==> config.mk <==
export PLATFORM = sky130hd
export DESIGN_NAME = dataMem
export DESIGN_NICKNAME = d
export VERILOG_FILES = /design/src/rvPkg.sv /design/src/dataMem.sv
export SDC_FILE = /design/constraint.sdc
export NUM_CORES = 2
export LEC_CHECK = 0
export CAP_MARGIN = 0
export CELL_PAD_IN_SITES_DETAIL_PLACEMENT = 1
export CELL_PAD_IN_SITES_GLOBAL_PLACEMENT = 1
export CORE_ASPECT_RATIO = 1.4
export CORE_MARGIN = 2
export CORE_UTILIZATION = 60
export DETAILED_ROUTE_END_ITERATION = 16
export DONT_BUFFER_PORTS = 1
export GPL_TIMING_DRIVEN = 0
export PLACE_DENSITY = 0.82
export SKIP_CTS_REPAIR_TIMING = 1
export SYNTH_ARGS = -nofsm -noshare
export SYNTH_HDL_FRONTEND = slang
export SYNTH_SLANG_ARGS = --single-unit
==> constraint.sdc <==
create_clock -name clk -period 7.6 [get_ports clk]
set_clock_uncertainty 0.15 [all_clocks]
set_input_delay 0.38 -clock clk [delete_from_list [all_inputs] [get_ports clk]]
set_output_delay 0.38 -clock clk [all_outputs]
set_load 0.01 [all_outputs]
==> src/rvPkg.sv <==
`default_nettype none

package rvPkg;

    localparam int xlen = 32;

    // major opcodes of the supported subset
    typedef enum logic [6:0] {
        opLoad   = 7'd3,
        opItype  = 7'd19,
        opStore  = 7'd35,
        opRtype  = 7'd51,
        opBranch = 7'd99,
        opJal    = 7'd111
    } opcodeT;

    // class handed from the main decoder to the ALU decoder
    typedef enum logic [1:0] {
        aluOpAdd   = 2'b00,
        aluOpSub   = 2'b01,
        aluOpFunct = 2'b10
    } aluOpT;

    typedef enum logic [2:0] {
        aluAdd = 3'd0,
        aluSub = 3'd1,
        aluAnd = 3'd2,
        aluOr  = 3'd3,
        aluSlt = 3'd4,
        aluXor = 3'd5
    } aluCtrlT;

    typedef enum logic [1:0] {
        immI = 2'b00,
        immS = 2'b01,
        immB = 2'b10,
        immJ = 2'b11
    } immSrcT;

    // write-back source
    typedef enum logic [1:0] {
        resAlu = 2'b00,
        resMem = 2'b01,
        resPc4 = 2'b10
    } resSrcT;

endpackage

`default_nettype wire

==> src/dataMem.sv <==
`timescale 1ns/1ps
`default_nettype none

module dataMem #(
    parameter int dmemDepth = 64
) (
    input  wire                    clk,
    input  wire                    we,
    input  wire [rvPkg::xlen-1:0]  addr,
    input  wire [rvPkg::xlen-1:0]  wData,
    output logic [rvPkg::xlen-1:0] rData
);

    localparam int idxBits = $clog2(dmemDepth);

    logic [rvPkg::xlen-1:0] mem [dmemDepth];
    logic [idxBits-1:0]     idx;

    // byte offset bits dropped and upper bits wrap
    assign idx = addr[idxBits+1:2];

    always_ff @(posedge clk)
    begin
        if (we)
            mem[idx] <= wData;
    end

    assign rData = mem[idx];

endmodule

`default_nettype wire

# Word-level counts from Yosys, hierarchy flattened
# Memory sizes are Yosys's and may differ from the RTL's.
# Index checks and enable logic that the tools add are counted.
# Widths: inputs -> output; s select.
# totals
n_memories	1
wordCells	3
output_inout_bits	32
inputBits	66
ramBits	2048
reg_bits	0
# op_classes
muxes	2
# mem_list
name	depth	width	read_ports	rd_clocked_by_memory_dff	wr	line_no	text
mem	64	32	1	0	1	dataMem.sv:16	logic [rvPkg::xlen-1:0] mem [dmemDepth];
# op_table
op	count
$mux 1	2

# Logic depth before layout (Yosys ltp)
# depth
ltp_word	2
ltp_mapped	13
depth_no_buf	6

# Worst setup path before layout
# OpenSTA, ideal clock, no wires.
# synth_path
path_kind	input port to flip-flop
from	input port addr[4] in the netlist's numbering
to	memory mem[15][0] in the netlist's numbering (enable)
required_time_ps	7029
path_slack_ps	3831
cell_stages	8
n_path_buf	6
setup_time_ps	421
arrival_time_ps	3198
cell_sequence	buf_2 > buf_2 > buf_2 > buf_2 > buf_2 > buf_2 > nand3_1 > nor2_1
# synth_lines
item	line_no	text
start: declaration	dataMem.sv:9	input wire [rvPkg::xlen-1:0] addr,
end: declaration	dataMem.sv:16	
# No word-level cell before the write port.

# Worst setup path after layout
# layout_path
from	input port addr[4] in the netlist's numbering
to	output port rData[28] in the netlist's numbering
# layout_between
elab_chain_cells	1
# layout_rtl
item	line_no	text
$mem_v2 64x32	-	
end: declaration	dataMem.sv:11	output logic [rvPkg::xlen-1:0] rData
# Every way passes these cells.

==> results.md <==
- Setup ws final: 0.8583 ns
- Combinational Power Share: 6.8%
- Area share of the largest cell type after synthesis: 78.56%
- Pre-CTS WS: 1.251 ns
- Fin crit share: 88.71%
- Cell mode on critical path: buf_2
- PortBufs: 0
- Pint: 18100 uW
- CTS Root Cell: clkbuf_16
- Die X-Extent: 309.3 um
- Fmax: 148.3 MHz
- Yosys warning count: 0
- Vias per cell: 7.462
- Layer with the highest usage: met2
- GR Overflow Total: 0
- CP Class: in -> out
- WHS Path Cells: 2
- Maxcap violations: 5
- #FFs+latches synth: 2048
- Total wire length: 288100 um
- Placeable Area: 0.1294 mm2
- Chip Height: 431.4 um
- FFs w/ async S/R, synth: 0%
- Share of cells above drive strength 1: 16.79%
- CTS Buffer Depth: 3
- Antenna Nets Post-Route: 0
- CTS tree: built
- Global-route wire length before repair: 383600 um
- Synth area leader: edfxtp_1
- P_leak: 0.02868 uW
- Largest regs: mem x2048
- Max reg flops: 2048
- Required time worst endpoint: 7.07 ns
- Hold endpoint: mem[27][20]
- Syn Nets: 4273
- Post-synthesis sequential area ratio: 78.56%
- Number of remaining DRC errors: 0
- Met3 usage: 12.87%
- Slew headroom: -8.701%
- Min-delay worst type: in -> reg
- Most frequently used flop master after synthesis: edfxtp_1
- Psw: 5523 uW
- Routed len/inst: 44.77 um
- TritonCTS buffer count: 182
- HP Start: wData[20]
- Power per Cell Area: 263.3 mW/mm2
- I/O pins: 98
- CP max FO: 10
- Syn Inst Count: 4207
- Initial core utilization: 60.50%
- Avg Cell Area, Syn: 18.61 um2
- Unrepaired setup endpoints after global routing: no
- Synth top cells by count: edfxtp_1, mux2i_1, a22oi_1
- Vias: 48030
- Max-slew violation count: 40
- Crit-path max cell delay: 0.90 ns
- Crit path DAT: 6.21 ns
- Pin count of the biggest net entering global routing: 65
- Worst slew pin tran: 1.631 ns
- CP startpoint: addr[4]
- Htree depth: 4
- Fillers: 10410
- Clk pwr share: 40.2%
- Failing checks: max-capacitance violations, max-slew violations
- Fin. Hold Viols: 0
- Router iterations before antenna repair: 6
- Outcome: finished, violations left
- HPWL Detailed: 178200 um
- Met2 Resource Use GR: 65.96%
- Die ar.: 0.1334 mm2
- Final setup vio count: 0
- Area post-placement: 0.08255 mm2
- IR drop worst, VDD: 0.2576 mV
- Seq pwr share: 53.0%
- Area growth, synth to finish: 14.61%
- Met1 usage: 49.68%
- Net Sw Frac: 23.38%
- RePlAce Congestion: 1.025
- Critical Path End Type: output port
- Reg with most FFs: mem
- Synthesized cell area: 0.07829 mm2
- Clock Sinks: 2048
- Nets: 4599
- Site Rows: 156
- Synth area leaders: edfxtp_1, mux2i_1, mux4_2
- Iter 0 DRT Violations: 7924
- Final min period: 6.742 ns
- CP startpoint kind: input port
- Slowest CP cell: a2111oi_2
- Initial antenna violation count: 32
- Post-synth EDFFs: 2048
- Worst-path clk slew: 0.07 ns
- Count leader, synth: edfxtp_1
- Total GRT Usage: 42.48%
- Worst path cell trace: buf_2 -> buf_2 -> buf_2 -> inv_1 -> clkbuf_1 -> and3_1 -> nor4_1 -> a31oi_1 -> a2111oi_2 -> nand3_1
- Final instance area: 0.08972 mm2
- Setup TNS: 0 ns
- Vias in the first global route: 47980
- Netlist cell types: 55
layout by cell type, fill, tap and decap left out, types with 66 or more instances in the layout:
| cell | n |
|---|---|
| edfxtp_1 | 2048 |
| mux2i_1 | 259 |
| clkbuf_1 | 197 |
| a22oi_1 | 188 |
| clkbuf_16 | 187 |
| a221oi_1 | 175 |
| mux2_2 | 147 |
| a21oi_1 | 121 |
| mux4_2 | 96 |
| o22ai_1 | 93 |
| buf_2 | 91 |
| and3_1 | 85 |
| o21ai_0 | 84 |
| nor2_1 | 81 |
| o22a_1 | 70 |
| a22o_1 | 66 |
critical path, delay by kind of cell:
kind | cells | cell delay, ns
compound gates | 2 | 1.32
buf+inv | 5 | 2.56
simple gates | 3 | 1.91
layer usage:
layer / vias up / routed length [um]
met4: 28 / 28110
li1: 18220 / -
met1: 24500 / 90660
met3: 1153 / 34810
met2: 4128 / 134300
met5: - / 238
cells by family after synthesis:
kind of cell / synth area share, %
compound gates: 8.733
buf+inv: 1.696
flops: 78.56
mux: 8.188
simple gates: 2.829
metrics by stage:
stage	utilization [%]	total power [uW]	hold WS, ns	std cells
final	69.33	23620	0.4175	6436
after global routing	69.31	23920	0.4248	6422
after CTS	68.36	23100	-0.5511	6355
after detailed placement	63.79	13960	0.3328	6022
after global placement	62.18	13890	0.3332	5945
after floorplan	-	13390	0.3289	4207
worst max-delay path by stage:
stage                  to  cells past startpoint
6_report        rData[28]                     10
5_1_grt         rData[28]                     10
4_1_cts         rData[28]                     10
3_5_place_dp    rData[28]                     10
3_3_place_gp     rData[8]                     11
2_1_floorplan  mem[15][0]                      8
final cells by class:
| class | count | area (um2) | share of cell area (%) |
|---|---|---|---|
| Sequential cell | 2048 | 61500 | 68.54 |
| Multi-Input combinational cell | 1859 | 16000 | 17.83 |
| Clock buffer | 217 | 4792 | 5.341 |
| Timing Repair Buffer | 142 | 2769 | 3.086 |
| Tap cell | 1738 | 2175 | 2.424 |
| Buffer | 298 | 1321 | 1.473 |
| Clock inverter | 116 | 1122 | 1.251 |
| Antenna cell | 16 | 40.04 | 0.04462 |
| Inverter | 2 | 7.507 | 0.008367 |
power by group through the flow:
stage	logic (uW)	registers, uW	clock network (uW)
6_report	1610	12500	9490
5_1_grt	1600	12500	9800
4_1_cts	1220	12500	9360
3_5_place_dp	1200	12800	0
3_3_place_gp	1130	12800	0
2_1_floorplan	625	12800	0
(Power assumes the default switching activity.)
