<file path="src/rvPkg.sv">
`default_nettype none

package rvPkg;

    localparam int xlen = 32;

    // major opcodes of the supported subset
    typedef enum logic [6:0] {
        opLoad   = 7'd3,
        opItype  = 7'd19,
        opStore  = 7'd35,
        opRtype  = 7'd51,
        opBranch = 7'd99,
        opJal    = 7'd111
    } opcodeT;

    // class handed from the main decoder to the ALU decoder
    typedef enum logic [1:0] {
        aluOpAdd   = 2'b00,
        aluOpSub   = 2'b01,
        aluOpFunct = 2'b10
    } aluOpT;

    typedef enum logic [2:0] {
        aluAdd = 3'd0,
        aluSub = 3'd1,
        aluAnd = 3'd2,
        aluOr  = 3'd3,
        aluSlt = 3'd4,
        aluXor = 3'd5
    } aluCtrlT;

    typedef enum logic [1:0] {
        immI = 2'b00,
        immS = 2'b01,
        immB = 2'b10,
        immJ = 2'b11
    } immSrcT;

    // write-back source
    typedef enum logic [1:0] {
        resAlu = 2'b00,
        resMem = 2'b01,
        resPc4 = 2'b10
    } resSrcT;

endpackage

`default_nettype wire

</file>
<file path="src/instrMem.sv">
`timescale 1ns/1ps
`default_nettype none

module instrMem #(
    parameter int imemDepth = 64
) (
    input  wire                    clk,
    input  wire                    we,
    input  wire [rvPkg::xlen-1:0]  wAddr,
    input  wire [rvPkg::xlen-1:0]  wData,
    input  wire [rvPkg::xlen-1:0]  addr,
    output logic [rvPkg::xlen-1:0] rData
);

    localparam int idxBits = $clog2(imemDepth);

    logic [rvPkg::xlen-1:0] mem [imemDepth];

    // load port takes a word index
    always_ff @(posedge clk)
    begin
        if (we)
            mem[wAddr[idxBits-1:0]] <= wData;
    end

    // fetch uses the byte pc
    assign rData = mem[addr[idxBits+1:2]];

endmodule

`default_nettype wire

</file>
<file path="config.mk">
export PLATFORM = sky130hd
export DESIGN_NAME = instrMem
export DESIGN_NICKNAME = d
export VERILOG_FILES = /design/src/rvPkg.sv /design/src/instrMem.sv
export SDC_FILE = /design/constraint.sdc
export NUM_CORES = 2
export LEC_CHECK = 0
export BUFFER_PORTS_ARGS = -buffer_cell sky130_fd_sc_hd__buf_2
export CORE_MARGIN = 2
export CORE_UTILIZATION = 55
export CTS_CLUSTER_DIAMETER = 80
export DETAILED_ROUTE_END_ITERATION = 8
export PLACE_DENSITY = 0.81
export SYNTH_ARGS = -nofsm -noshare
export SYNTH_HDL_FRONTEND = slang
export SYNTH_SLANG_ARGS = --single-unit
</file>
<file path="constraint.sdc">
create_clock -name clk -period 4.6 [get_ports clk]
set_input_delay 0.92 -clock clk [delete_from_list [all_inputs] [get_ports clk]]
set_output_delay 0.92 -clock clk [all_outputs]
set_load 0.01 [all_outputs]
</file>
Word-level counts from Yosys, hierarchy flattened
Memories as Yosys holds them, arrays and structs flattened.
Cells that the tools add are included.
{"block": "word_totals", "register_bits": 0, "latchBits": 0, "mem_bits_rw": 2048, "romBits": 0, "in_bits": 98, "out_inout_bits": 32, "memories": 1}
{"memory": "mem", "words": 64, "word_bits": 32, "rd": 1, "rd_ports_with_merged_regs": 0, "wr": 1, "line_no": "instrMem.sv:17", "rtl": "logic [rvPkg::xlen-1:0] mem [imemDepth];"}
{"block": "op_classes", "n_addsub": 0, "multipliers": 0, "div": 0, "n_lt_le_gt_ge": 0, "n_eq_ne": 0, "n_shift": 0, "muxes": 2, "bitwise_logic": 0, "n_reduce_logical": 0}
{"op": "$mux W1", "n": 2}

Longest topological paths before layout
{"block": "logic_depth", "ltp_word": 2, "mapped_depth": 10}

Least setup slack after synthesis
No wires, ideal clock.
{"block": "synth_timing", "path_type": "input to register", "from": "input wAddr[3] (netlist name)", "to": "memory mem[48][0] (netlist name), enable pin", "setup_ns": 0.461, "arrival_time_ns": 3.619, "t_required_ns": 4.139, "slack_ns": 0.520, "stages": 4, "path_cell_list": "clkbuf_1 -> nor2b_1 -> nand4b_1 -> nor3_1"}
{"item": "start: declaration", "line_no": "instrMem.sv:9", "rtl": "input wire [rvPkg::xlen-1:0] wAddr,"}
{"item": "end: declaration", "line_no": "instrMem.sv:17"}
Straight into the memory's write port.

Worst setup path after layout
{"block": "layout_timing", "from": "input addr[2] (netlist name)", "to": "output rData[5] (netlist name)"}
{"block": "layout_via", "elab_chain_len": 1}
{"item": "start: declaration", "line_no": "instrMem.sv:11", "rtl": "input wire [rvPkg::xlen-1:0] addr,"}
{"item": "$mem_v2 Z64 W32"}
{"item": "end: declaration", "line_no": "instrMem.sv:12", "rtl": "output logic [rvPkg::xlen-1:0] rData"}
Every way passes these cells.

==> impl_summary.md <==
Timing
The period utilization is 99.7%. The normalized max-slew margin is 14.2%. The number of slew-limit violations in the final report was 0.

The setup TNS is 0 ns. The measured slew at the worst slew-check pin is 1.29 ns. Based on the critical path, the design can be clocked at up to 0.218 GHz. The time the worst path needs with I/O delays and setup is 4.59 ns.

Setup repair after global routing left no endpoint under its margin. The count of endpoints failing hold in the final timing report is 0. The worst hold margin is 0.883 ns.

Setup violations remaining at the end of the flow were counted as 0.

Clock network
Counting along the longest clock path gives a buffer depth of 3. The number of gates given a new drive strength after cts is 0. The number of buffers inserted by hold repair at cts is 0.

The TritonCTS clock tree is built. The clock-pin transition on the worst setup and hold timing paths is 0.07 ns. The count of H-tree levels built during CTS is 4. The clock buffer count from CTS is 188.

CTS placed an instance of sky130_fd_sc_hd__clkbuf_16 at the clock tree root. CTS saw 2048 sinks. Buffers added to address setup during post-CTS repair amount to 0.

Drt
The detailed-routing iteration count for the pre-antenna-repair pass is 6. The antenna violation net count after detailed routing is 0. Dividing the detail-routed wire length by the instance count gives 37.1 microns.

Using the TritonRoute via totals, the vias-per-cell ratio works out to 6.93. After the first detailed-routing iteration, the DRC count stood at 6225. The routed via count is 39.0k. In the routed design, unresolved DRC markers number 0. For this block, the routed nets add up to 209000 microns of wire.

Placed design
The estimated wirelength of the detail-placed design is 108000 microns. The number of buffers inserted by port buffering is 77. The post-place instance area is 0.0824 sq mm. At the end of routability-driven placement, the weighted congestion stood at 0.804. Once placement completed, the tool counted placed cells totaling 5279.

GRT
In the global route stage, overall resource usage came out at 29.0%. Entering global routing, the biggest net connects 65 pins. The initial antenna violation count came to 13. The final global-route overflow total is 0. The first global-routing pass estimated 296000 microns of wire. The via count of the first global-routing pass was 39.9k.

Status
The flow ran to the end, and the final reports show no timing, DRC or antenna violations.

Power and ir drop
Cell internal power was estimated by the tool at 30.4 mW. The net switching share of the total power is 21.0%. Per report_power, the combinational group accounts for 5.3% of the total. Power spread over the standard cell area amounts to 435 mW/mm^2. The peak ir drop on the vdd network is 0.421 mV. Per report_power, the sequential group accounts for 53.8% of the total. For this design the static power due to leakage is 27.6 nW. The clock network fraction of design power is 41.0%. In this run the power spent charging and discharging nets is 8.08 mW.

Synth
Synthesis produced a netlist whose cell count is 3292. Sequential elements use 79.0% of the synthesized area. The synthesized flop and latch total is 2048. The fraction of synthesis flops using an asynchronous set or reset pin is 0%. The biggest area consumer among synthesized cells is sky130_fd_sc_hd__edfxtp_1. The cell area after synthesis is 0.0779 sq mm.

When the netlist entered floorplanning its net count stood at 3390. The most common flop cell mapped by yosys is sky130_fd_sc_hd__edfxtp_1. The warning count from the yosys run is 0. Ranked by total cell area, the synthesized netlist is headed by sky130_fd_sc_hd__edfxtp_1 (79%), sky130_fd_sc_hd__mux4_2 (16%), sky130_fd_sc_hd__mux2i_1 (1.2%). The synthesized area divided by synthesized cell count is 23.7 sq um. The distinct cell type count of the synthesized netlist is 33. The fraction of synthesized cell area taken by the top area cell type is 79.0%. The number of enable flip-flop cells after synthesis is 2048. In the synthesized netlist, the cells that appear most often are sky130_fd_sc_hd__edfxtp_1 (2048), sky130_fd_sc_hd__mux4_2 (544), sky130_fd_sc_hd__nor2_1 (137), sky130_fd_sc_hd__mux2i_1 (93), sky130_fd_sc_hd__o22ai_1 (84).

The most repeated cell in the gate-level netlist after synthesis is sky130_fd_sc_hd__edfxtp_1.

Floorplanning
The area inside the core boundary is 0.141 sq mm. The number of placement rows is 138. From bottom edge to top edge, the die measures 380 microns.

The die is 380 microns wide. 130 I/O pins were placed. The die covers 0.145 sq mm. The initial core utilization is 55.2%.

Final layout
The share of layout cells above drive strength 1 is 31.0%. The register with the most flip-flops in the layout has 2048 of them. The area growth from synthesis to layout is 13.7%. The final layout net count is 3677. Once layout is complete, the cells apart from fillers number 5627.

The layout has 8630 filler cells. The final instance area is 0.0886 sq mm.

Setup path
For this design, the slowest cell found on the critical path is sky130_fd_sc_hd__mux4_2. The worst setup path is captured at an output port. The data required time of the worst path is 3.68 ns. The critical setup path kind is in2out. The worst stage delay on the critical path is 0.53 ns. For the worst setup path, the data arrival time is 3.67 ns. The maximum fanout encountered on the critical timing path is 16.

The nature of the critical path startpoint is an input pin. Traced cell by cell, the critical path runs through buf_8 > buf_12 > buf_12 > mux4_2 > mux4_2 > o22ai_1 > nor2_1 > buf_2.

Hold path
The type of the worst min-delay path is in2reg.

Job
The number of maximum-capacitance violations is 0.
## routing by layer
layer | track usage, % | routed length, microns | up-vias
met5 | 0 | 105 | -
met4 | 12.7 | 9830 | 14
met3 | 7.11 | 27100 | 577
met2 | 46.4 | 102000 | 3283
met1 | 38.5 | 69500 | 20400
li1 | - | - | 14700
## critical path: cells and delay by family
kind | cells | cell delay (ns)
simple gates | 1 | 0.36
buf+inv | 4 | 0.90
compound gates | 1 | 0.41
mux | 2 | 1.01
## power by group through the flow
stage	clock, mW	sequential (mW)	combinational (mW)
after detailed placement	0	21.1	1.95
after CTS	15.9	20.7	2.01
final	15.8	20.7	2.02
after global routing	16.5	20.7	2.10
after floorplan	0	21.1	1.05
after global placement	0	21.1	1.89
## worst paths after layout
check	start	endpoint	slack, ns	cells past startpoint
hold / removal	wData[11]	mem[37][11]$_DFFE_PP_	0.88	1
setup / recovery	addr[2]	rData[5]	0.01	8
## cells in the final DEF (no fill, tap or decap), types with 34 or more instances in the layout
master,Yosys,final
sky130_fd_sc_hd__mux4_2,544,544
sky130_fd_sc_hd__mux2i_1,93,93
sky130_fd_sc_hd__clkinv_1,0,42
sky130_fd_sc_hd__o22ai_1,84,84
sky130_fd_sc_hd__edfxtp_1,2048,2048
sky130_fd_sc_hd__buf_4,25,152
sky130_fd_sc_hd__clkbuf_1,74,34
sky130_fd_sc_hd__buf_12,0,50
sky130_fd_sc_hd__a21oi_1,62,62
sky130_fd_sc_hd__nor2_4,0,62
sky130_fd_sc_hd__nor2_1,137,75
sky130_fd_sc_hd__clkbuf_16,0,192
sky130_fd_sc_hd__buf_2,57,73
## through the flow
stage	util [%]	power [mW]	setup WS [ns]
finish	62.8	38.5	0.0141
global route	62.8	39.3	0.0536
global placement	58.4	23.0	0.209
detailed placement	58.4	23.0	0.127
floorplan	-	22.1	0.520
CTS	62.8	38.6	0.126
## area by class of cell
cell class	count	area [sq um]	area share (%)
Sequential cell	2048	61500	69.4
Clock inverter	116	1210	1.37
Antenna cell	6	15.0	0.0170
Multi-Input combinational cell	1062	16000	18.0
Timing Repair Buffer	279	2560	2.90
Clock buffer	226	4930	5.57
Tap cell	1890	2360	2.67
## cells by family (layout without fill, tap and decap cells)
logic type      after synthesis  count (layout)  synth area share, %
flops                      2048            2048                 79.0
buf+inv                     182             621                 1.14
mux                         637             637                 16.9
compound gates              202             202                 1.69
simple gates                223             223                 1.28
other cells                   0               6                    0
No activity file was read; power rests on OpenSTA's default activity.
