--- config.mk ---
export PLATFORM = sky130hd
export DESIGN_NAME = controller_flat
export DESIGN_NICKNAME = d
export VERILOG_FILES = /design/src/rvPkg.sv /design/src/ctrlIf.sv /design/src/mainDeco.sv /design/src/controller.sv /design/src/flat_wrapper.sv
export SDC_FILE = /design/constraint.sdc
export NUM_CORES = 1
export LEC_CHECK = 0
export BUFFER_PORTS_ARGS = -buffer_cell sky130_fd_sc_hd__buf_4
export CORE_AREA = 10 10 47 49
export DETAILED_ROUTE_END_ITERATION = 6
export DIE_AREA = 0 0 57 59
export PLACE_DENSITY = 0.47
export SYNTH_ARGS = -nofsm -noshare
export SYNTH_HDL_FRONTEND = slang
export SYNTH_HIERARCHICAL = 1
export SYNTH_SLANG_ARGS = --single-unit
--- constraint.sdc ---
create_clock -name vclk -period 3.37
set_input_delay 0.337 -clock vclk [all_inputs]
set_output_delay 0.337 -clock vclk [all_outputs]
set_load 0.02 [all_outputs]
--- src/rvPkg.sv ---
`default_nettype none

package rvPkg;

    localparam int xlen = 32;

    // major opcodes of the supported subset
    typedef enum logic [6:0] {
        opLoad   = 7'd3,
        opItype  = 7'd19,
        opStore  = 7'd35,
        opRtype  = 7'd51,
        opBranch = 7'd99,
        opJal    = 7'd111
    } opcodeT;

    // class handed from the main decoder to the ALU decoder
    typedef enum logic [1:0] {
        aluOpAdd   = 2'b00,
        aluOpSub   = 2'b01,
        aluOpFunct = 2'b10
    } aluOpT;

    typedef enum logic [2:0] {
        aluAdd = 3'd0,
        aluSub = 3'd1,
        aluAnd = 3'd2,
        aluOr  = 3'd3,
        aluSlt = 3'd4,
        aluXor = 3'd5
    } aluCtrlT;

    typedef enum logic [1:0] {
        immI = 2'b00,
        immS = 2'b01,
        immB = 2'b10,
        immJ = 2'b11
    } immSrcT;

    // write-back source
    typedef enum logic [1:0] {
        resAlu = 2'b00,
        resMem = 2'b01,
        resPc4 = 2'b10
    } resSrcT;

endpackage

`default_nettype wire

--- src/ctrlIf.sv ---
`timescale 1ns/1ps
`default_nettype none

interface ctrlIf;

    logic           regWrite;
    logic           aluSrc;
    rvPkg::immSrcT  immSrc;
    rvPkg::resSrcT  resSrc;
    logic           pcSrc;
    rvPkg::aluCtrlT aluCtrl;
    // back from the ALU
    logic           zero;

    modport controller (
        output regWrite,
        output aluSrc,
        output immSrc,
        output resSrc,
        output pcSrc,
        output aluCtrl,
        input  zero
    );

    modport datapath (
        input  regWrite,
        input  aluSrc,
        input  immSrc,
        input  resSrc,
        input  pcSrc,
        input  aluCtrl,
        output zero
    );

endinterface

`default_nettype wire

--- src/mainDeco.sv ---
`timescale 1ns/1ps
`default_nettype none

module mainDeco (
    input  wire [6:0]    op,
    output logic         branch,
    output logic         memWrite,
    output logic         aluSrc,
    output logic         regWrite,
    output rvPkg::resSrcT resSrc,
    output rvPkg::immSrcT immSrc,
    output logic         jump,
    output rvPkg::aluOpT  aluOp
);

    always_comb
    begin
        // anything not listed below runs as a nop
        branch   = 1'b0;
        memWrite = 1'b0;
        aluSrc   = 1'b0;
        regWrite = 1'b0;
        resSrc   = rvPkg::resAlu;
        immSrc   = rvPkg::immI;
        jump     = 1'b0;
        aluOp    = rvPkg::aluOpAdd;

        case (op)
            rvPkg::opLoad:
            begin
                aluSrc   = 1'b1;
                regWrite = 1'b1;
                resSrc   = rvPkg::resMem;
            end
            rvPkg::opStore:
            begin
                memWrite = 1'b1;
                aluSrc   = 1'b1;
                immSrc   = rvPkg::immS;
            end
            rvPkg::opRtype:
            begin
                regWrite = 1'b1;
                aluOp    = rvPkg::aluOpFunct;
            end
            rvPkg::opItype:
            begin
                aluSrc   = 1'b1;
                regWrite = 1'b1;
                aluOp    = rvPkg::aluOpFunct;
            end
            rvPkg::opBranch:
            begin
                branch = 1'b1;
                immSrc = rvPkg::immB;
                aluOp  = rvPkg::aluOpSub;
            end
            rvPkg::opJal:
            begin
                jump     = 1'b1;
                regWrite = 1'b1;
                immSrc   = rvPkg::immJ;
                resSrc   = rvPkg::resPc4;
            end
            default:
            begin
            end
        endcase
    end

endmodule

`default_nettype wire

--- src/controller.sv ---
`timescale 1ns/1ps
`default_nettype none

module controller (
    input  wire [6:0] op,
    input  wire [2:0] funct3,
    input  wire       funct7b5,
    output logic      memWrite,
    ctrlIf.controller ctrl
);

    logic          branch;
    logic          jump;
    logic          rTypeSub;
    rvPkg::aluOpT  aluOp;

    mainDeco uMainDeco (
        .op       (op),
        .branch   (branch),
        .memWrite (memWrite),
        .aluSrc   (ctrl.aluSrc),
        .regWrite (ctrl.regWrite),
        .resSrc   (ctrl.resSrc),
        .immSrc   (ctrl.immSrc),
        .jump     (jump),
        .aluOp    (aluOp)
    );

    // funct7 bit 5 selects sub only for register-register ops
    assign rTypeSub = funct7b5 & op[5];

    always_comb
    begin
        ctrl.aluCtrl = rvPkg::aluAdd;
        case (aluOp)
            rvPkg::aluOpSub:
                ctrl.aluCtrl = rvPkg::aluSub;
            rvPkg::aluOpFunct:
            begin
                case (funct3)
                    3'b000: ctrl.aluCtrl = rTypeSub ? rvPkg::aluSub : rvPkg::aluAdd;
                    3'b010: ctrl.aluCtrl = rvPkg::aluSlt;
                    3'b100: ctrl.aluCtrl = rvPkg::aluXor;
                    3'b110: ctrl.aluCtrl = rvPkg::aluOr;
                    3'b111: ctrl.aluCtrl = rvPkg::aluAnd;
                    default: ctrl.aluCtrl = rvPkg::aluAdd;
                endcase
            end
            default:
                ctrl.aluCtrl = rvPkg::aluAdd;
        endcase
    end

    // beq is taken when the subtraction is zero
    assign ctrl.pcSrc = (branch & ctrl.zero) | jump;

endmodule

`default_nettype wire

--- src/flat_wrapper.sv ---
// flat-port wrapper written by rule: the top's interface ports become plain ports
module controller_flat 
  (op, funct3, funct7b5, memWrite, ctrl_regWrite, ctrl_aluSrc, ctrl_immSrc, ctrl_resSrc, ctrl_pcSrc, ctrl_aluCtrl, ctrl_zero);
  ctrlIf ctrl_i ();
  input  wire [6:0] op;
  input  wire [2:0] funct3;
  input  wire funct7b5;
  output logic memWrite;
  output wire logic [$bits(ctrl_i.regWrite)-1:0] ctrl_regWrite;
  output wire logic [$bits(ctrl_i.aluSrc)-1:0] ctrl_aluSrc;
  output wire logic [$bits(ctrl_i.immSrc)-1:0] ctrl_immSrc;
  output wire logic [$bits(ctrl_i.resSrc)-1:0] ctrl_resSrc;
  output wire logic [$bits(ctrl_i.pcSrc)-1:0] ctrl_pcSrc;
  output wire logic [$bits(ctrl_i.aluCtrl)-1:0] ctrl_aluCtrl;
  input wire logic [$bits(ctrl_i.zero)-1:0] ctrl_zero;
  assign ctrl_regWrite = ctrl_i.regWrite;
  assign ctrl_aluSrc = ctrl_i.aluSrc;
  assign ctrl_immSrc = ctrl_i.immSrc;
  assign ctrl_resSrc = ctrl_i.resSrc;
  assign ctrl_pcSrc = ctrl_i.pcSrc;
  assign ctrl_aluCtrl = ctrl_i.aluCtrl;
  assign ctrl_i.zero = ctrl_zero;
  controller u_core (.op(op), .funct3(funct3), .funct7b5(funct7b5), .memWrite(memWrite), .ctrl(ctrl_i));
endmodule
# Word-level counts from Yosys, hierarchy flattened
# Cells that the tools add are included.
# word_totals
elab_cells	30
output_inout_bits	11
reg_bits	0
ramBits	0
input_bits	12
n_memories	0
latch_bits	0
rom_bits	0
# op_classes
addsub	0
n_div	0
magnitude_cmp	0
bitwise_logic	3
mul	0
shifts	0
n_mux	11
reduce_logical	4
eq_ne	12
# ops
cell	n
3-bit case mux with 5 select lines	1
7-bit by 6-bit equality test with 1-bit output, second input constant	2
7-bit equality test, second input constant	2
3-bit equality test, second input constant	3
2-bit case mux with 2 select lines	2
7-bit by 2-bit equality test with 1-bit output, second input constant	1
7-bit by 5-bit equality test with 1-bit output, second input constant	1
1-bit 2-to-1 mux	6
2-bit case mux with 3 select lines	1
3-bit case mux with 2 select lines	1
4-bit OR reduction	1
3-bit by 2-bit equality test with 1-bit output, second input constant	1
3-bit zero test	1
3-bit OR reduction	1
1-bit bitwise AND	2
2-bit by 1-bit equality test with 1-bit output, second input constant	1
2-bit equality test, second input constant	1
2-bit OR reduction	1
1-bit OR	1

# Depth between registers and ports, before layout
# logic_depth
depth_word	5
ltp_mapped	8
ltp_nobuf	7

# Hierarchy
# The synthesis kept the hierarchy.
# modules_own_cells
mod	cells_each	seq_area_each_um2	area_per_inst_um2	n_inst
mainDeco	21	0.0	131.4	1
controller	13	0.0	107.6	1

# Worst setup path after synthesis
# No wires, ideal clock.
# synth_path
kind	input to output
startpoint	in op[2]
endpoint	out ctrl_aluCtrl[0]
path_stages	6
path_buffers	1
arrival_time_ns	1.556
path_slack_ns	1.477
t_required_ns	3.033
cell_sequence	or2_2 -> nor2_1 -> buf_4 -> inv_1 -> ha_1 -> a221oi_2
# synth_via
elab_chain_len	5
elab_cells_between_ends	8
classes_between	eq/ne: 5; mux: 2; reduce/logical: 1
# synth_lines
element	line	source
start, declared	flat_wrapper.sv:5	input wire [6:0] op;
7-bit by 5-bit equality test with 1-bit output / 7-bit by 6-bit equality test with 1-bit output (equally long branches)	mainDeco.sv:28	case (op)
2-bit OR reduction (no line)	-	
2-bit case mux with 2 select lines (*)	mainDeco.sv:28	
net u_core.aluOp[0]	controller.sv:15	rvPkg::aluOpT aluOp;
2-bit equality test / 2-bit by 1-bit equality test with 1-bit output (equally long branches)	controller.sv:35	case (aluOp)
3-bit case mux with 2 select lines (*)	controller.sv:35	
end, declared	flat_wrapper.sv:14	output wire logic [$bits(ctrl_i.aluCtrl)-1:0] ctrl_aluCtrl;
# Mark *: on every way through the listed nets, which the timed path passes. The rest lies on a longest branch.

# Final worst setup path
# layout_path
startpoint	in op[4]
endpoint	out ctrl_aluCtrl[1]
# layout_via
elab_chain_len	5
elab_cells_between_ends	8
classes_between	eq/ne: 5; mux: 2; reduce/logical: 1
# layout_lines
element	line
7-bit by 5-bit equality test with 1-bit output / 7-bit by 6-bit equality test with 1-bit output (equally long branches)	mainDeco.sv:28
2-bit OR reduction (no line)	-
2-bit case mux with 2 select lines (*)	mainDeco.sv:28
2-bit equality test / 2-bit by 1-bit equality test with 1-bit output (equally long branches)	controller.sv:35
3-bit case mux with 2 select lines (*)	controller.sv:35
# Mark *: on every way between the ends. The rest lies on a longest branch, timed or not.

==> summary.md <==
| Metric | Value |
|---|---|
| Outcome | finished, final reports clean |
| Post_cts resized | 0 |
| CP Data Arrival Time | 1750 ps |
| Max Clk Rate | 478 MHz |
| Largest fanout on the critical path | 4 |
| Crit. End Element | output pin |
| Least-Margin Pin Slew | 217 ps |
| Hold Buf Count CTS | 0 |
| Cell variety after synth | 21 |
| Port Buffers | 23 |
| Synth-to-layout area growth | 74.3% |
| Max_slew headroom | a little under nine tenths |
| Reg area | 0 um2 |
| Worst path cell trace | buf_4 -> nor2b_4 -> nand4_2 -> nor2_1 -> inv_1 -> ha_1 -> and4b_2 -> buf_4 |
| Worst Hold Depth | 3 |
| First-pass GRT wire length | around 1400 um |
| Core area | 1400 um2 |
| GRT Overall Usage | between 4 and 5% |
| Vias in the first global route | approximately 320 |
| Pins Over Slew Limit | 0 |
| DIE WIDTH | ~57 um |
| Critical Path Stages | 8 |
| Post-Route WL | a little over 800 um |
| Initial antenna violation count | 0 |
| Gpl congestion | about 0.66 |
| Design area | 417 um2 |
| NumNets Final | between 70 and 80 |
| Top Family by Delay on Critical Path | simple AND/OR/NAND/NOR gates |
| Worst hold path class | input port to output pin |
| Diode count | 0 |
| Worst setup path end | ctrl_aluCtrl[1] |
| Worst Path Buf+Inv | 3 |
| Power per cell area | between 60 and 70 nW/um2 |
| Cells after Synth | 34 |
| Seq cells | 0 |
| Die Y | 59 um |
| Worst Setup SP | op[4] |
| Largest net degree at the start of global routing | 5 |
| Vias | ~300 |
| RSZ-0062 raised after global routing | false |
| Detail-routed net length per standard cell | between 10 and 15 um |
| Initial Util | 17.1% |
| Seq/Total Area, Yosys | 0% |
| GRT overflow | 0 |
| Post CTS Setup Buffer Count | 0 |
| Remaining antenna violation count after routing | 0 |
| Final hold vios | 0 |
| I/O Pins | 23 |
| Yosys Warn Count | 6 |
| Crit path kind | input port to output pin |
| Synthesized cell area | about 240 um2 |
| Synth Net Count | 48 |
| VDD IR max | about 0.000027 V |
| Setup violators final | 0 |
| Std cell rows | 14 |
| Leak pwr | ~0.21 nW |
| Final TNS setup | 0 ps |
| Clock buf count | 0 |
| Startpoint Class | input port |
| Avg Inst Size Synth | 7.03 um2 |
| DR iter-0 viols | 2 |
| Critical path's largest stage delay | roughly 310 ps |
| Initial DRT Pass Iterations | 2 |
| Tmin final | 2090 ps |
| Drt drc | 0 |
| Max-cap violation count | 0 |
| Crit-path most repeated cell | buf_4 |
| Req. time, crit path | 3030 ps |
| Filler cell count | 169 |
| Placed cell area | 417 um2 |
| Crit path max-delay cell type | ha_1 |
| Full die area | ~3400 um2 |
| Layout cells sized above 1 | 56.4% |
| Fin crit share | 62.0% |
| Vias per cell | ~4.2 |
-- cell usage after synthesis (2+ instances only) --
cell	number	share of area, %
nor3_1	2	4.2
ha_1	2	10
a21oi_1	2	4.2
inv_1	4	6.3
buf_4	2	6.3
nor2_1	7	11
-- through the flow --
step | instances | util, % | setup WS (ps) | hold WS, ps | power, mW
6_report | 71 | 29.7 | 1280 | 964 | 0.0279
5_1_grt | 71 | 29.7 | 1140 | 985 | 0.0308
4_1_cts | 71 | 29.7 | 1250 | 968 | 0.0281
3_5_place_dp | 71 | 29.7 | 1250 | 968 | 0.0280
3_3_place_gp | 71 | 29.7 | 1270 | 969 | 0.0281
2_1_floorplan | 34 | - | 1480 | 757 | 0.0106
-- metal layers --
| metal | track usage (%) | wire length (um) | vias to the layer above |
|---|---|---|---|
| met5 | 0 | 0 | - |
| met4 | 0 | 0 | 0 |
| met3 | 1.72 | 104 | 0 |
| met2 | 6.98 | 292 | 18 |
| met1 | 6.42 | 421 | 121 |
| li1 | - | - | 159 |
-- cell usage in the layout (no fill, tap or decap), drive strengths merged, types with 2 or more instances in the layout --
| cell | count |
|---|---|
| buf | 23 |
| nor2 | 7 |
| inv | 4 |
| nor3 | 3 |
| ha | 2 |
| a21oi | 2 |
| nand3 | 2 |
-- how the worst min path moves through the flow --
stage           from              to  slack [ps]
6_report       op[5]  ctrl_resSrc[0]         960
3_5_place_dp   op[5]  ctrl_resSrc[0]         970
3_3_place_gp   op[5]  ctrl_resSrc[0]         970
2_1_floorplan  op[4]  ctrl_resSrc[0]         760
4_1_cts        op[5]  ctrl_resSrc[0]         970
5_1_grt        op[5]  ctrl_resSrc[0]         990
-- power by group --
part / switching, mW / total (mW) / internal [mW]
combinational: 0.0124 / 0.0279 / 0.0155
sequential: 0 / 0 / 0
clock: 0 / 0 / 0
total: 0.0124 / 0.0279 / 0.0155
-- cell families (layout without fill, tap and decap cells) --
kind of cell | after synthesis | count (layout) | synth area share [%]
adders and majority gates | 2 | 2 | 10.5
AOI/OAI and AO/OA | 5 | 5 | 16.2
xor gates and xnor gates | 1 | 1 | 3.67
buffers and inverters | 6 | 27 | 12.6
and+or+nand+nor | 20 | 20 | 57.1
-- cell type report --
cell class	count	area, um2	area share [%]
tap	16	20.0	4.80
multi-input combinational	28	209	50.2
inverter	4	15.0	3.60
timing repair buffer	23	173	41.4
Power figures use the tool's default switching activity.
