$ cat src/rvPkg.sv
`default_nettype none

package rvPkg;

    localparam int xlen = 32;

    // major opcodes of the supported subset
    typedef enum logic [6:0] {
        opLoad   = 7'd3,
        opItype  = 7'd19,
        opStore  = 7'd35,
        opRtype  = 7'd51,
        opBranch = 7'd99,
        opJal    = 7'd111
    } opcodeT;

    // class handed from the main decoder to the ALU decoder
    typedef enum logic [1:0] {
        aluOpAdd   = 2'b00,
        aluOpSub   = 2'b01,
        aluOpFunct = 2'b10
    } aluOpT;

    typedef enum logic [2:0] {
        aluAdd = 3'd0,
        aluSub = 3'd1,
        aluAnd = 3'd2,
        aluOr  = 3'd3,
        aluSlt = 3'd4,
        aluXor = 3'd5
    } aluCtrlT;

    typedef enum logic [1:0] {
        immI = 2'b00,
        immS = 2'b01,
        immB = 2'b10,
        immJ = 2'b11
    } immSrcT;

    // write-back source
    typedef enum logic [1:0] {
        resAlu = 2'b00,
        resMem = 2'b01,
        resPc4 = 2'b10
    } resSrcT;

endpackage

`default_nettype wire

$ cat src/ctrlIf.sv
`timescale 1ns/1ps
`default_nettype none

interface ctrlIf;

    logic           regWrite;
    logic           aluSrc;
    rvPkg::immSrcT  immSrc;
    rvPkg::resSrcT  resSrc;
    logic           pcSrc;
    rvPkg::aluCtrlT aluCtrl;
    // back from the ALU
    logic           zero;

    modport controller (
        output regWrite,
        output aluSrc,
        output immSrc,
        output resSrc,
        output pcSrc,
        output aluCtrl,
        input  zero
    );

    modport datapath (
        input  regWrite,
        input  aluSrc,
        input  immSrc,
        input  resSrc,
        input  pcSrc,
        input  aluCtrl,
        output zero
    );

endinterface

`default_nettype wire

$ cat src/alu.sv
`timescale 1ns/1ps
`default_nettype none

module alu (
    input  wire [rvPkg::xlen-1:0] a,
    input  wire [rvPkg::xlen-1:0] b,
    input  wire rvPkg::aluCtrlT   aluCtrl,
    output logic [rvPkg::xlen-1:0] result,
    output logic                   zero
);

    logic lessThan;

    // signed compare for slt
    assign lessThan = $signed(a) < $signed(b);

    always_comb
    begin
        case (aluCtrl)
            rvPkg::aluAdd: result = a + b;
            rvPkg::aluSub: result = a - b;
            rvPkg::aluAnd: result = a & b;
            rvPkg::aluOr:  result = a | b;
            rvPkg::aluSlt: result = {{(rvPkg::xlen-1){1'b0}}, lessThan};
            rvPkg::aluXor: result = a ^ b;
            default:       result = a + b;
        endcase
    end

    assign zero = (result == '0);

endmodule

`default_nettype wire

$ cat src/regFile.sv
`timescale 1ns/1ps
`default_nettype none

module regFile (
    input  wire                    clk,
    input  wire                    arstN,
    input  wire                    we,
    input  wire [4:0]              ra1,
    input  wire [4:0]              ra2,
    input  wire [4:0]              wa,
    input  wire [rvPkg::xlen-1:0]  wd,
    output logic [rvPkg::xlen-1:0] rd1,
    output logic [rvPkg::xlen-1:0] rd2
);

    // x0 has no storage
    logic [rvPkg::xlen-1:0] regs [1:31];

    always_ff @(posedge clk or negedge arstN)
    begin
        if (!arstN)
        begin
            for (int i = 1; i < 32; i++)
                regs[i] <= '0;
        end
        else if (we && (wa != 5'd0))
            regs[wa] <= wd;
    end

    assign rd1 = (ra1 == 5'd0) ? '0 : regs[ra1];
    assign rd2 = (ra2 == 5'd0) ? '0 : regs[ra2];

endmodule

`default_nettype wire

$ cat src/datapath.sv
`timescale 1ns/1ps
`default_nettype none

module datapath (
    input  wire                    clk,
    input  wire                    arstN,
    input  wire                    run,
    input  wire [rvPkg::xlen-1:0]  instr,
    input  wire [rvPkg::xlen-1:0]  readData,
    ctrlIf.datapath                ctrl,
    output logic [6:0]             op,
    output logic [2:0]             funct3,
    output logic                   funct7b5,
    output logic [rvPkg::xlen-1:0] pc,
    output logic [rvPkg::xlen-1:0] aluResult,
    output logic [rvPkg::xlen-1:0] writeData
);

    logic [rvPkg::xlen-1:0] pcPlus4;
    logic [rvPkg::xlen-1:0] pcTarget;
    logic [rvPkg::xlen-1:0] immExt;
    logic [rvPkg::xlen-1:0] srcA;
    logic [rvPkg::xlen-1:0] srcB;
    logic [rvPkg::xlen-1:0] result;
    logic                   regWe;

    assign op       = instr[6:0];
    assign funct3   = instr[14:12];
    assign funct7b5 = instr[30];

    // ==========================================================
    // next pc
    // ==========================================================
    assign pcPlus4  = pc + 4;
    assign pcTarget = pc + immExt;

    always_ff @(posedge clk or negedge arstN)
    begin
        if (!arstN)
            pc <= '0;
        else if (run)
            pc <= ctrl.pcSrc ? pcTarget : pcPlus4;
    end

    // ==========================================================
    // immediate extension
    // ==========================================================
    always_comb
    begin
        case (ctrl.immSrc)
            rvPkg::immI: immExt = {{(rvPkg::xlen-12){instr[31]}}, instr[31:20]};
            rvPkg::immS: immExt = {{(rvPkg::xlen-12){instr[31]}}, instr[31:25], instr[11:7]};
            rvPkg::immB: immExt = {{(rvPkg::xlen-12){instr[31]}}, instr[7], instr[30:25],
                                   instr[11:8], 1'b0};
            rvPkg::immJ: immExt = {{(rvPkg::xlen-20){instr[31]}}, instr[19:12], instr[20],
                                   instr[30:21], 1'b0};
        endcase
    end

    // ==========================================================
    // register file, ALU and write-back
    // ==========================================================
    assign regWe = ctrl.regWrite & run;

    regFile uRegFile (
        .clk   (clk),
        .arstN (arstN),
        .we    (regWe),
        .ra1   (instr[19:15]),
        .ra2   (instr[24:20]),
        .wa    (instr[11:7]),
        .wd    (result),
        .rd1   (srcA),
        .rd2   (writeData)
    );

    assign srcB = ctrl.aluSrc ? immExt : writeData;

    alu uAlu (
        .a       (srcA),
        .b       (srcB),
        .aluCtrl (ctrl.aluCtrl),
        .result  (aluResult),
        .zero    (ctrl.zero)
    );

    always_comb
    begin
        case (ctrl.resSrc)
            rvPkg::resMem: result = readData;
            rvPkg::resPc4: result = pcPlus4;
            default:       result = aluResult;
        endcase
    end

endmodule

`default_nettype wire

$ cat src/flat_wrapper.sv
// flat-port wrapper written by rule: the top's interface ports become plain ports
module datapath_flat 
  (clk, arstN, run, instr, readData, op, funct3, funct7b5, pc, aluResult, writeData, ctrl_regWrite, ctrl_aluSrc, ctrl_immSrc, ctrl_resSrc, ctrl_pcSrc, ctrl_aluCtrl, ctrl_zero);
  ctrlIf ctrl_i ();
  input  wire clk;
  input  wire arstN;
  input  wire run;
  input  wire [rvPkg::xlen-1:0] instr;
  input  wire [rvPkg::xlen-1:0] readData;
  output logic [6:0] op;
  output logic [2:0] funct3;
  output logic funct7b5;
  output logic [rvPkg::xlen-1:0] pc;
  output logic [rvPkg::xlen-1:0] aluResult;
  output logic [rvPkg::xlen-1:0] writeData;
  input wire logic [$bits(ctrl_i.regWrite)-1:0] ctrl_regWrite;
  input wire logic [$bits(ctrl_i.aluSrc)-1:0] ctrl_aluSrc;
  input wire logic [$bits(ctrl_i.immSrc)-1:0] ctrl_immSrc;
  input wire logic [$bits(ctrl_i.resSrc)-1:0] ctrl_resSrc;
  input wire logic [$bits(ctrl_i.pcSrc)-1:0] ctrl_pcSrc;
  input wire logic [$bits(ctrl_i.aluCtrl)-1:0] ctrl_aluCtrl;
  output wire logic [$bits(ctrl_i.zero)-1:0] ctrl_zero;
  assign ctrl_i.regWrite = ctrl_regWrite;
  assign ctrl_i.aluSrc = ctrl_aluSrc;
  assign ctrl_i.immSrc = ctrl_immSrc;
  assign ctrl_i.resSrc = ctrl_resSrc;
  assign ctrl_i.pcSrc = ctrl_pcSrc;
  assign ctrl_i.aluCtrl = ctrl_aluCtrl;
  assign ctrl_zero = ctrl_i.zero;
  datapath u_core (.clk(clk), .arstN(arstN), .run(run), .instr(instr), .readData(readData), .ctrl(ctrl_i), .op(op), .funct3(funct3), .funct7b5(funct7b5), .pc(pc), .aluResult(aluResult), .writeData(writeData));
endmodule
$ cat config.mk
export PLATFORM = sky130hd
export DESIGN_NAME = datapath_flat
export DESIGN_NICKNAME = d
export VERILOG_FILES = /design/src/rvPkg.sv /design/src/ctrlIf.sv /design/src/alu.sv /design/src/regFile.sv /design/src/datapath.sv /design/src/flat_wrapper.sv
export SDC_FILE = /design/constraint.sdc
export NUM_CORES = 2
export LEC_CHECK = 0
export ABC_AREA = 0
export BUFFER_PORTS_ARGS = -buffer_cell sky130_fd_sc_hd__buf_2
export CAP_MARGIN = 10
export CORE_AREA = 2 2 300 524
export DETAILED_ROUTE_END_ITERATION = 10
export DIE_AREA = 0 0 302 526
export GPL_TIMING_DRIVEN = 0
export SLEW_MARGIN = 10
export SYNTH_ARGS = -nofsm -noshare
export SYNTH_HDL_FRONTEND = slang
export SYNTH_SLANG_ARGS = --single-unit
$ cat constraint.sdc
create_clock -name clk -period 11.2 [get_ports clk]
set_clock_uncertainty 0.05 [all_clocks]
set_input_delay 1.12 -clock clk [delete_from_list [all_inputs] [get_ports clk]]
set_output_delay 1.12 -clock clk [all_outputs]
set_load 0.05 [all_outputs]
Word level (Yosys, flattened, before mapping)
Index checks and enable logic that the tools add are counted.
Widths: inputs -> output; s select.
- register bits after elaboration: 1024
- bits of input ports: 77
- output and inout bits: 108
- logic and storage cells: 81
- add/subtract/negate cells: 4
- magnitude comparators: 5
- eq/ne operators: 10
- mux-type cells: 16
- bitwise operators: 7
- reductions and logical operators: 7
- operators by type and width (cell ; number):
    $bwmux 992 ; 1
    $bmux 32 s5 ; 2
    $mux 32 ; 9
    $demux 32 s5 ; 1
    $pmux 32 s5 ; 1
    $pmux 32 s4 ; 1
    $add 32x32->32 ; 2
    $pmux 32 s2 ; 1
    $add 32x3->32 const B ; 1
    $and 32x32->32 ; 1
    $logic_not 32->1 ; 1
    $lt 32x32->1 ; 1
    $or 32x32->32 ; 1
    $sub 32x32->32 ; 1
    $xor 32x32->32 ; 1
    $ge 6x6->1 const B ; 3
    $not 5->6 ; 3
    $logic_not 5->1 ; 2
    $eq 2x2->1 const B ; 3
    $eq 3x2->1 const B ; 2
    $eq 3x3->1 const B ; 2
    $lt 6x1->1 const B ; 1
    $reduce_bool 5->1 ; 1
    $eq 2x1->1 const B ; 2
    4 further kinds ; 5

Logic depth before layout (Yosys ltp)
- depth after elaboration: 10
- mapped depth: 26
- mapped depth without buffers: 22

Modules after synthesis
A second synthesis with hierarchy kept.
- cell total of the unflattened synthesis: 5079
- area, all modules: 64192.8 um^2
- by module, submodules not included (module ; times used ; cells each ; area an instance (um^2) ; sequential area each (um^2)):
    regFile ; 1 ; 3496 ; 53343.7 ; 24823.8
    alu ; 1 ; 897 ; 5799.3 ; 0.0
    datapath ; 1 ; 686 ; 5049.8 ; 800.8

Worst setup path before layout
Ideal clock, no wire load.
- path kind: in2out
- start point: input instr[20] in the netlist's numbering
- end point: output ctrl_zero
- arrival time: 8.591 ns
- required time: 10.030 ns
- setup slack: 1.439 ns
- cell stages on the path: 24
- buffers on the path: 5
- cell sequence: buf_6 -> buf_2 -> buf_1 -> buf_1 -> mux4_2 -> mux4_2 -> mux2i_1 -> inv_1 -> a21oi_1 -> ha_1 -> clkbuf_1 -> o21bai_1 -> a21o_1 -> a21o_1 -> a41oi_1 -> o31ai_4 -> o31ai_4 -> a21oi_2 -> o21ai_1 -> a32oi_1 -> or4b_1 -> or4_1 -> or4_1 -> nor4_2
- longest elaborated chain between the ends: 9
- elaborated cells on any way between the ends: 16
- those cells by class: add/sub: 2; order compare: 1; mux: 7; bitwise: 4; reduce/logical: 2
- RTL lines (item ; line ; text):
    start: declaration ; flat_wrapper.sv:8 ; input wire [rvPkg::xlen-1:0] instr;
    $not 5->6 (not written as such) ; regFile.sv:31 ; assign rd2 = (ra2 == 5'd0) ? '0 : regs[ra2];
    $bmux 32 s5 ; regFile.sv:31 ;
    $mux 32 (not written as such) (2 in series) ; regFile.sv:31 ;
    $mux 32 * ; regFile.sv:31 ;
    via writeData (one bit) ; flat_wrapper.sv:15 ; output logic [rvPkg::xlen-1:0] writeData;
    $mux 32 * ; datapath.sv:77 ; assign srcB = ctrl.aluSrc ? immExt : writeData;
    $add 32x32->32 or $sub 32x32->32 (tied branches) ; alu.sv:20, alu.sv:26, alu.sv:21 ;
    $pmux 32 s5 * ; alu.sv:19 ; case (aluCtrl)
    via aluResult (one bit) ; flat_wrapper.sv:14 ; output logic [rvPkg::xlen-1:0] aluResult;
    $logic_not 32->1 * ; alu.sv:30 ; assign zero = (result == '0);
    end: declaration ; flat_wrapper.sv:22 ; output wire logic [$bits(ctrl_i.zero)-1:0] ctrl_zero;
The timed path passes the listed nets; every way through them passes the cells marked *. The select of a mux whose other input is x is not followed.

Worst setup path after layout
- start point: input instr[21] in the netlist's numbering
- end point: output ctrl_zero
- longest elaborated chain between the ends: 9
- elaborated cells on any way between the ends: 16
- those cells by class: add/sub: 2; order compare: 1; mux: 7; bitwise: 4; reduce/logical: 2
- RTL lines (item ; line):
    $not 5->6 (not written as such) ; regFile.sv:31
    $bmux 32 s5 ; regFile.sv:31
    $mux 32 (not written as such) (2 in series) ; regFile.sv:31
    $mux 32 ; regFile.sv:31
    $mux 32 * ; datapath.sv:77
    $add 32x32->32 (tied with other cells) ; alu.sv:20, alu.sv:26
    $pmux 32 s5 * ; alu.sv:19
    $logic_not 32->1 * ; alu.sv:30
Mark *: on every way between the ends. The rest lies on a longest branch, timed or not. The select of a mux whose other input is x is not followed.

==> run_summary.xml <==
<?xml version="1.0" encoding="UTF-8"?>
<metrics>
  <group name="synthesis">
    <metric name="synth-compound-area-share" unit="%">15.81</metric>
    <metric name="synth_area_per_cell" unit="µm²">10.57</metric>
    <metric name="synth-adder-area-share" unit="%">2.704</metric>
    <metric name="ys.warnings.count" unit="">0</metric>
    <metric name="synth_largest_type_area_fraction" unit="%">41.70</metric>
    <metric name="ys.flop_type" unit="">sky130_fd_sc_hd__dfrtp_1</metric>
    <metric name="synth.area.mux_share" unit="%">24.53</metric>
    <metric name="ff_latch_count_synth" unit="">1024</metric>
    <metric name="synthXorXnorAreaFrac" unit="%">0.8695</metric>
    <metric name="ys_seq_area_share" unit="%">41.70</metric>
    <metric name="synth_largest_area_cell" unit="">sky130_fd_sc_hd__dfrtp_1</metric>
    <metric name="post_synth_edffs" unit="">0</metric>
    <metric name="synth_top_family_by_area" unit="">multiplexers</metric>
    <metric name="nets_in_the_synthesized_netlist" unit="">6021</metric>
    <metric name="synth.top_cells.by_area" unit="">sky130_fd_sc_hd__dfrtp_1 42%, sky130_fd_sc_hd__mux4_2 21%, sky130_fd_sc_hd__o21ai_0 8.6%</metric>
    <metric name="simple_gate_area_share_of_the_yosys_netlist" unit="%">9.823</metric>
    <metric name="syn_area" unit="mm²">0.06144</metric>
    <metric name="async_flop_share" unit="%">100.0</metric>
    <metric name="netlist_instances" unit="">5813</metric>
    <metric name="synth_cell_type_count" unit="">92</metric>
  </group>
  <group name="cts">
    <metric name="cts.reportedPaths.clkPinSlew" unit="ns">0.06</metric>
    <metric name="cts_hold_repair.buffers" unit="">0</metric>
    <metric name="cts_bufs_inserted" unit="">97</metric>
    <metric name="root_buffer" unit="">sky130_fd_sc_hd__clkbuf_16</metric>
    <metric name="tritoncts" unit="">done</metric>
    <metric name="insertion_delay" unit="ns">0.79</metric>
    <metric name="clk_path_buf_depth" unit="">3</metric>
    <metric name="cts_htree_levels" unit="">3</metric>
    <metric name="cts_num_sinks" unit="">1024</metric>
  </group>
  <group name="global_route">
    <metric name="groute.usage.overall" unit="%">39.96</metric>
    <metric name="antenna_found_initial" unit="">36</metric>
    <metric name="grt_pass1_wl" unit="µm">431900</metric>
    <metric name="global_route.peak_usage_layer" unit="">met2</metric>
    <metric name="met1_usage" unit="%">38.44</metric>
    <metric name="globalRouteOverflowTotal" unit="">0</metric>
    <metric name="grtUsageMet3" unit="%">12.34</metric>
    <metric name="grt_start_max_net_pins" unit="">139</metric>
    <metric name="number_of_global_route_vias_before_repair" unit="">53880</metric>
    <metric name="met2_usage" unit="%">65.53</metric>
  </group>
  <group name="layout">
    <metric name="area_growth_syn_to_layout" unit="%">11.68</metric>
    <metric name="final_cell_count_no_fill" unit="">8219</metric>
    <metric name="design.final.nets" unit="">6305</metric>
    <metric name="combined_area_of_the_multi_input_logic_cells" unit="mm²">0.03308</metric>
    <metric name="post_route_cells_drive_above_1_share" unit="%">19.70</metric>
    <metric name="final_design_area_no_fill" unit="mm²">0.06862</metric>
    <metric name="layout_commonest_cell" unit="">sky130_fd_sc_hd__nand2_1</metric>
    <metric name="area.sequential" unit="mm²">0.02562</metric>
    <metric name="fillerInstances" unit="">14850</metric>
    <metric name="final_cell_mix" unit="">1077 x sky130_fd_sc_hd__nand2_1, 1047 x sky130_fd_sc_hd__o21ai_0, 1024 x sky130_fd_sc_hd__dfrtp_1</metric>
  </group>
  <group name="power_and_ir_drop">
    <metric name="total_leakage_power" unit="nW">29.54</metric>
    <metric name="largest_vdd_supply_drop" unit="µV">188.7</metric>
    <metric name="total_power" unit="mW">13.29</metric>
    <metric name="power_density_relative_to_cell_area" unit="mW/mm²">193.6</metric>
  </group>
  <group name="drt">
    <metric name="first_pass_iters" unit="">8</metric>
    <metric name="detail_route.iter0.violations" unit="">6444</metric>
    <metric name="vias_after_detailed_routing" unit="">54170</metric>
    <metric name="wirelength" unit="µm">314800</metric>
    <metric name="route.detailed.vias_per_inst" unit="">6.590</metric>
    <metric name="drtAntennaViolNets" unit="">0</metric>
    <metric name="detail_route.drc_violations" unit="">0</metric>
    <metric name="post_drt_wl_per_cell" unit="µm">38.30</metric>
  </group>
  <group name="die">
    <metric name="die_area" unit="mm²">0.1589</metric>
    <metric name="start_util" unit="%">39.74</metric>
    <metric name="design.core.area" unit="mm²">0.1546</metric>
    <metric name="io_pins" unit="">185</metric>
    <metric name="fp_rows" unit="">191</metric>
    <metric name="chipWidth" unit="µm">302</metric>
    <metric name="fp.dieH" unit="µm">526</metric>
  </group>
  <group name="place">
    <metric name="hpwlAfterDp" unit="µm">236100</metric>
    <metric name="portBuffers" unit="">165</metric>
    <metric name="placer_congestion" unit="">1.096</metric>
    <metric name="dp_cells" unit="">8021</metric>
    <metric name="dpl_cell_area" unit="mm²">0.06517</metric>
    <metric name="pre_cts_ws" unit="ns">-1.342</metric>
  </group>
  <group name="sta">
    <metric name="final_hold_viol_count" unit="">0</metric>
    <metric name="setup_ws" unit="ns">-0.08708</metric>
    <metric name="final_number_of_setup_violating_endpoints" unit="">1</metric>
    <metric name="period_share" unit="%">100.8</metric>
    <metric name="slew_viol_final" unit="">0</metric>
    <metric name="final_period_minus_worst_setup_slack" unit="ns">11.29</metric>
    <metric name="highest_clock_rate" unit="MHz">88.60</metric>
    <metric name="slew_headroom" unit="%">3.576</metric>
    <metric name="grt_setup_unrepaired" unit="">false</metric>
    <metric name="tightest_slew" unit="ns">1.431</metric>
  </group>
  <group name="run">
    <metric name="cap_viol_max_count" unit="">0</metric>
  </group>
  <group name="critical_path">
    <metric name="setup.worst_path.class" unit="">primary input to primary output</metric>
    <metric name="cp_data_required_time" unit="ns">10.03</metric>
    <metric name="cp_cell_sequence" unit="">buf_4 -&gt; clkbuf_2 -&gt; buf_2 -&gt; buf_1 -&gt; mux4_2 -&gt; mux4_2 -&gt; mux2i_1 -&gt; o21a_1 -&gt; ha_1 -&gt; clkbuf_1 -&gt; inv_1 -&gt; a2111oi_1 -&gt; nand4_1 -&gt; a211o_1 -&gt; nand2_1 -&gt; a22oi_1 -&gt; o2111a_1 -&gt; or4b_1 -&gt; or4_1 -&gt; or4_1 -&gt; nor4_2 -&gt; buf_2</metric>
    <metric name="timing.critical_path.fanout_max" unit="">17</metric>
    <metric name="cp_data_arrival_time" unit="ns">10.12</metric>
    <metric name="startpoint_type" unit="">primary input</metric>
    <metric name="slowest_delay" unit="ns">0.79</metric>
    <metric name="worstSetupEndpointType" unit="">primary output</metric>
    <metric name="critical-path-slowest-cell" unit="">sky130_fd_sc_hd__mux2i_1</metric>
  </group>
  <group name="status">
    <metric name="status" unit="">finished with violations</metric>
    <metric name="violations" unit="">negative setup slack</metric>
  </group>
  <group name="hold_path">
    <metric name="hold_path.class" unit="">primary input to asynchronous set/reset pin</metric>
  </group>
</metrics>
==> layout make-up <==
class                   instances  area share, %
plain buffers                 551          3.304
flip-flops and latches       1024          37.34
inverters                     170         0.9445
diodes                         24        0.08752
multi-input cells            4067          48.20
well taps                    2026          3.694
clock inverters                32         0.6838
clock buffers                 139          4.044
repair buffers                186          1.699
==> cell families after synthesis <==
group	Yosys count
AND/OR/NAND/NOR	1464
XOR/XNOR	61
AO/OA/AOI/OAI	1637
flip-flops	1024
adder cells (fa/ha/maj)	131
multiplexers	774
buffers and inverters	722
==> sequential cells by signal, indices dropped and copies added (netlist names) <==
register / count
u_core.uRegFile.regs: 992
u_core.pc: 32
==> synth_stat cells, drive strengths merged (9+ instances only) <==
cell type / count
a2111oi: 10
a211o: 9
a211oi: 10
a21o: 36
a21oi: 153
a221o: 34
a221oi: 9
a22o: 74
a22oi: 9
a31o: 13
a31oi: 24
and3: 26
buf: 87
clkbuf: 465
dfrtp: 1024
ha: 128
inv: 166
mux2: 162
mux2i: 43
mux4: 569
nand2: 1077
nand2b: 21
nand3: 61
nand4: 13
nor2: 155
nor2b: 19
nor3: 26
nor4: 15
o211ai: 18
o21a: 40
o21ai: 1065
o21bai: 13
o221ai: 9
o22a: 15
o22ai: 14
o31ai: 12
or3: 12
xnor2: 39
xor2: 22
==> worst paths after layout <==
path | start | endpoint | slack [ns] | cells past startpoint
setup reg to reg | u_core.uRegFile.regs[142] | u_core.uRegFile.regs[954] | 2.96 | 19
max in group asynchronous | arstN | u_core.uRegFile.regs[647] | 8.86 | 3
min in group clk | u_core.uRegFile.regs[149] | u_core.uRegFile.regs[149] | 0.45 | 2
setup / recovery | instr[21] | ctrl_zero | -0.09 | 22
hold / removal | arstN | u_core.uRegFile.regs[142] | 0.25 | 1
hold reg to reg | u_core.uRegFile.regs[149] | u_core.uRegFile.regs[149] | 0.45 | 2
==> where the power goes <==
part           switching, mW  internal (mW)
sequential             0.592           4.29
clock                   1.62           1.88
combinational           3.30           1.61
==> critical path: cells and delay by family <==
family          cells  cell delay, ns
mux                 3            1.92
simple gates        6            1.99
buf+inv             7            3.03
compound gates      5            1.77
fa+ha+maj           1            0.18
==> what timing repair did <==
action | 4_1_cts | 5_1_grt
endpoints found under the setup margin | 57 | 1
pin swaps | 0 | 0
gates resized for setup | 25 | 26
setup buffers | 0 | 0
==> layer usage <==
layer  wire length (µm)  part of all wire [%]
met4              42430                    13
met2             150900                    48
met3              28520                   9.1
met1              92640                    29
met5                273                 0.087
==> metrics by stage <==
step / hold WS, ns / utilization (%) / setup TNS, ns
final: 0.2542 / 44.38 / -0.08708
after global routing: 0.3031 / 44.35 / 0
after CTS: 0.2854 / 44.29 / 0
after detailed placement: 0.4354 / 42.15 / -157.60
after global placement: 0.4221 / 41.91 / -
after floorplan: 0.4092 / - / 0
Power figures use the tool's default switching activity.
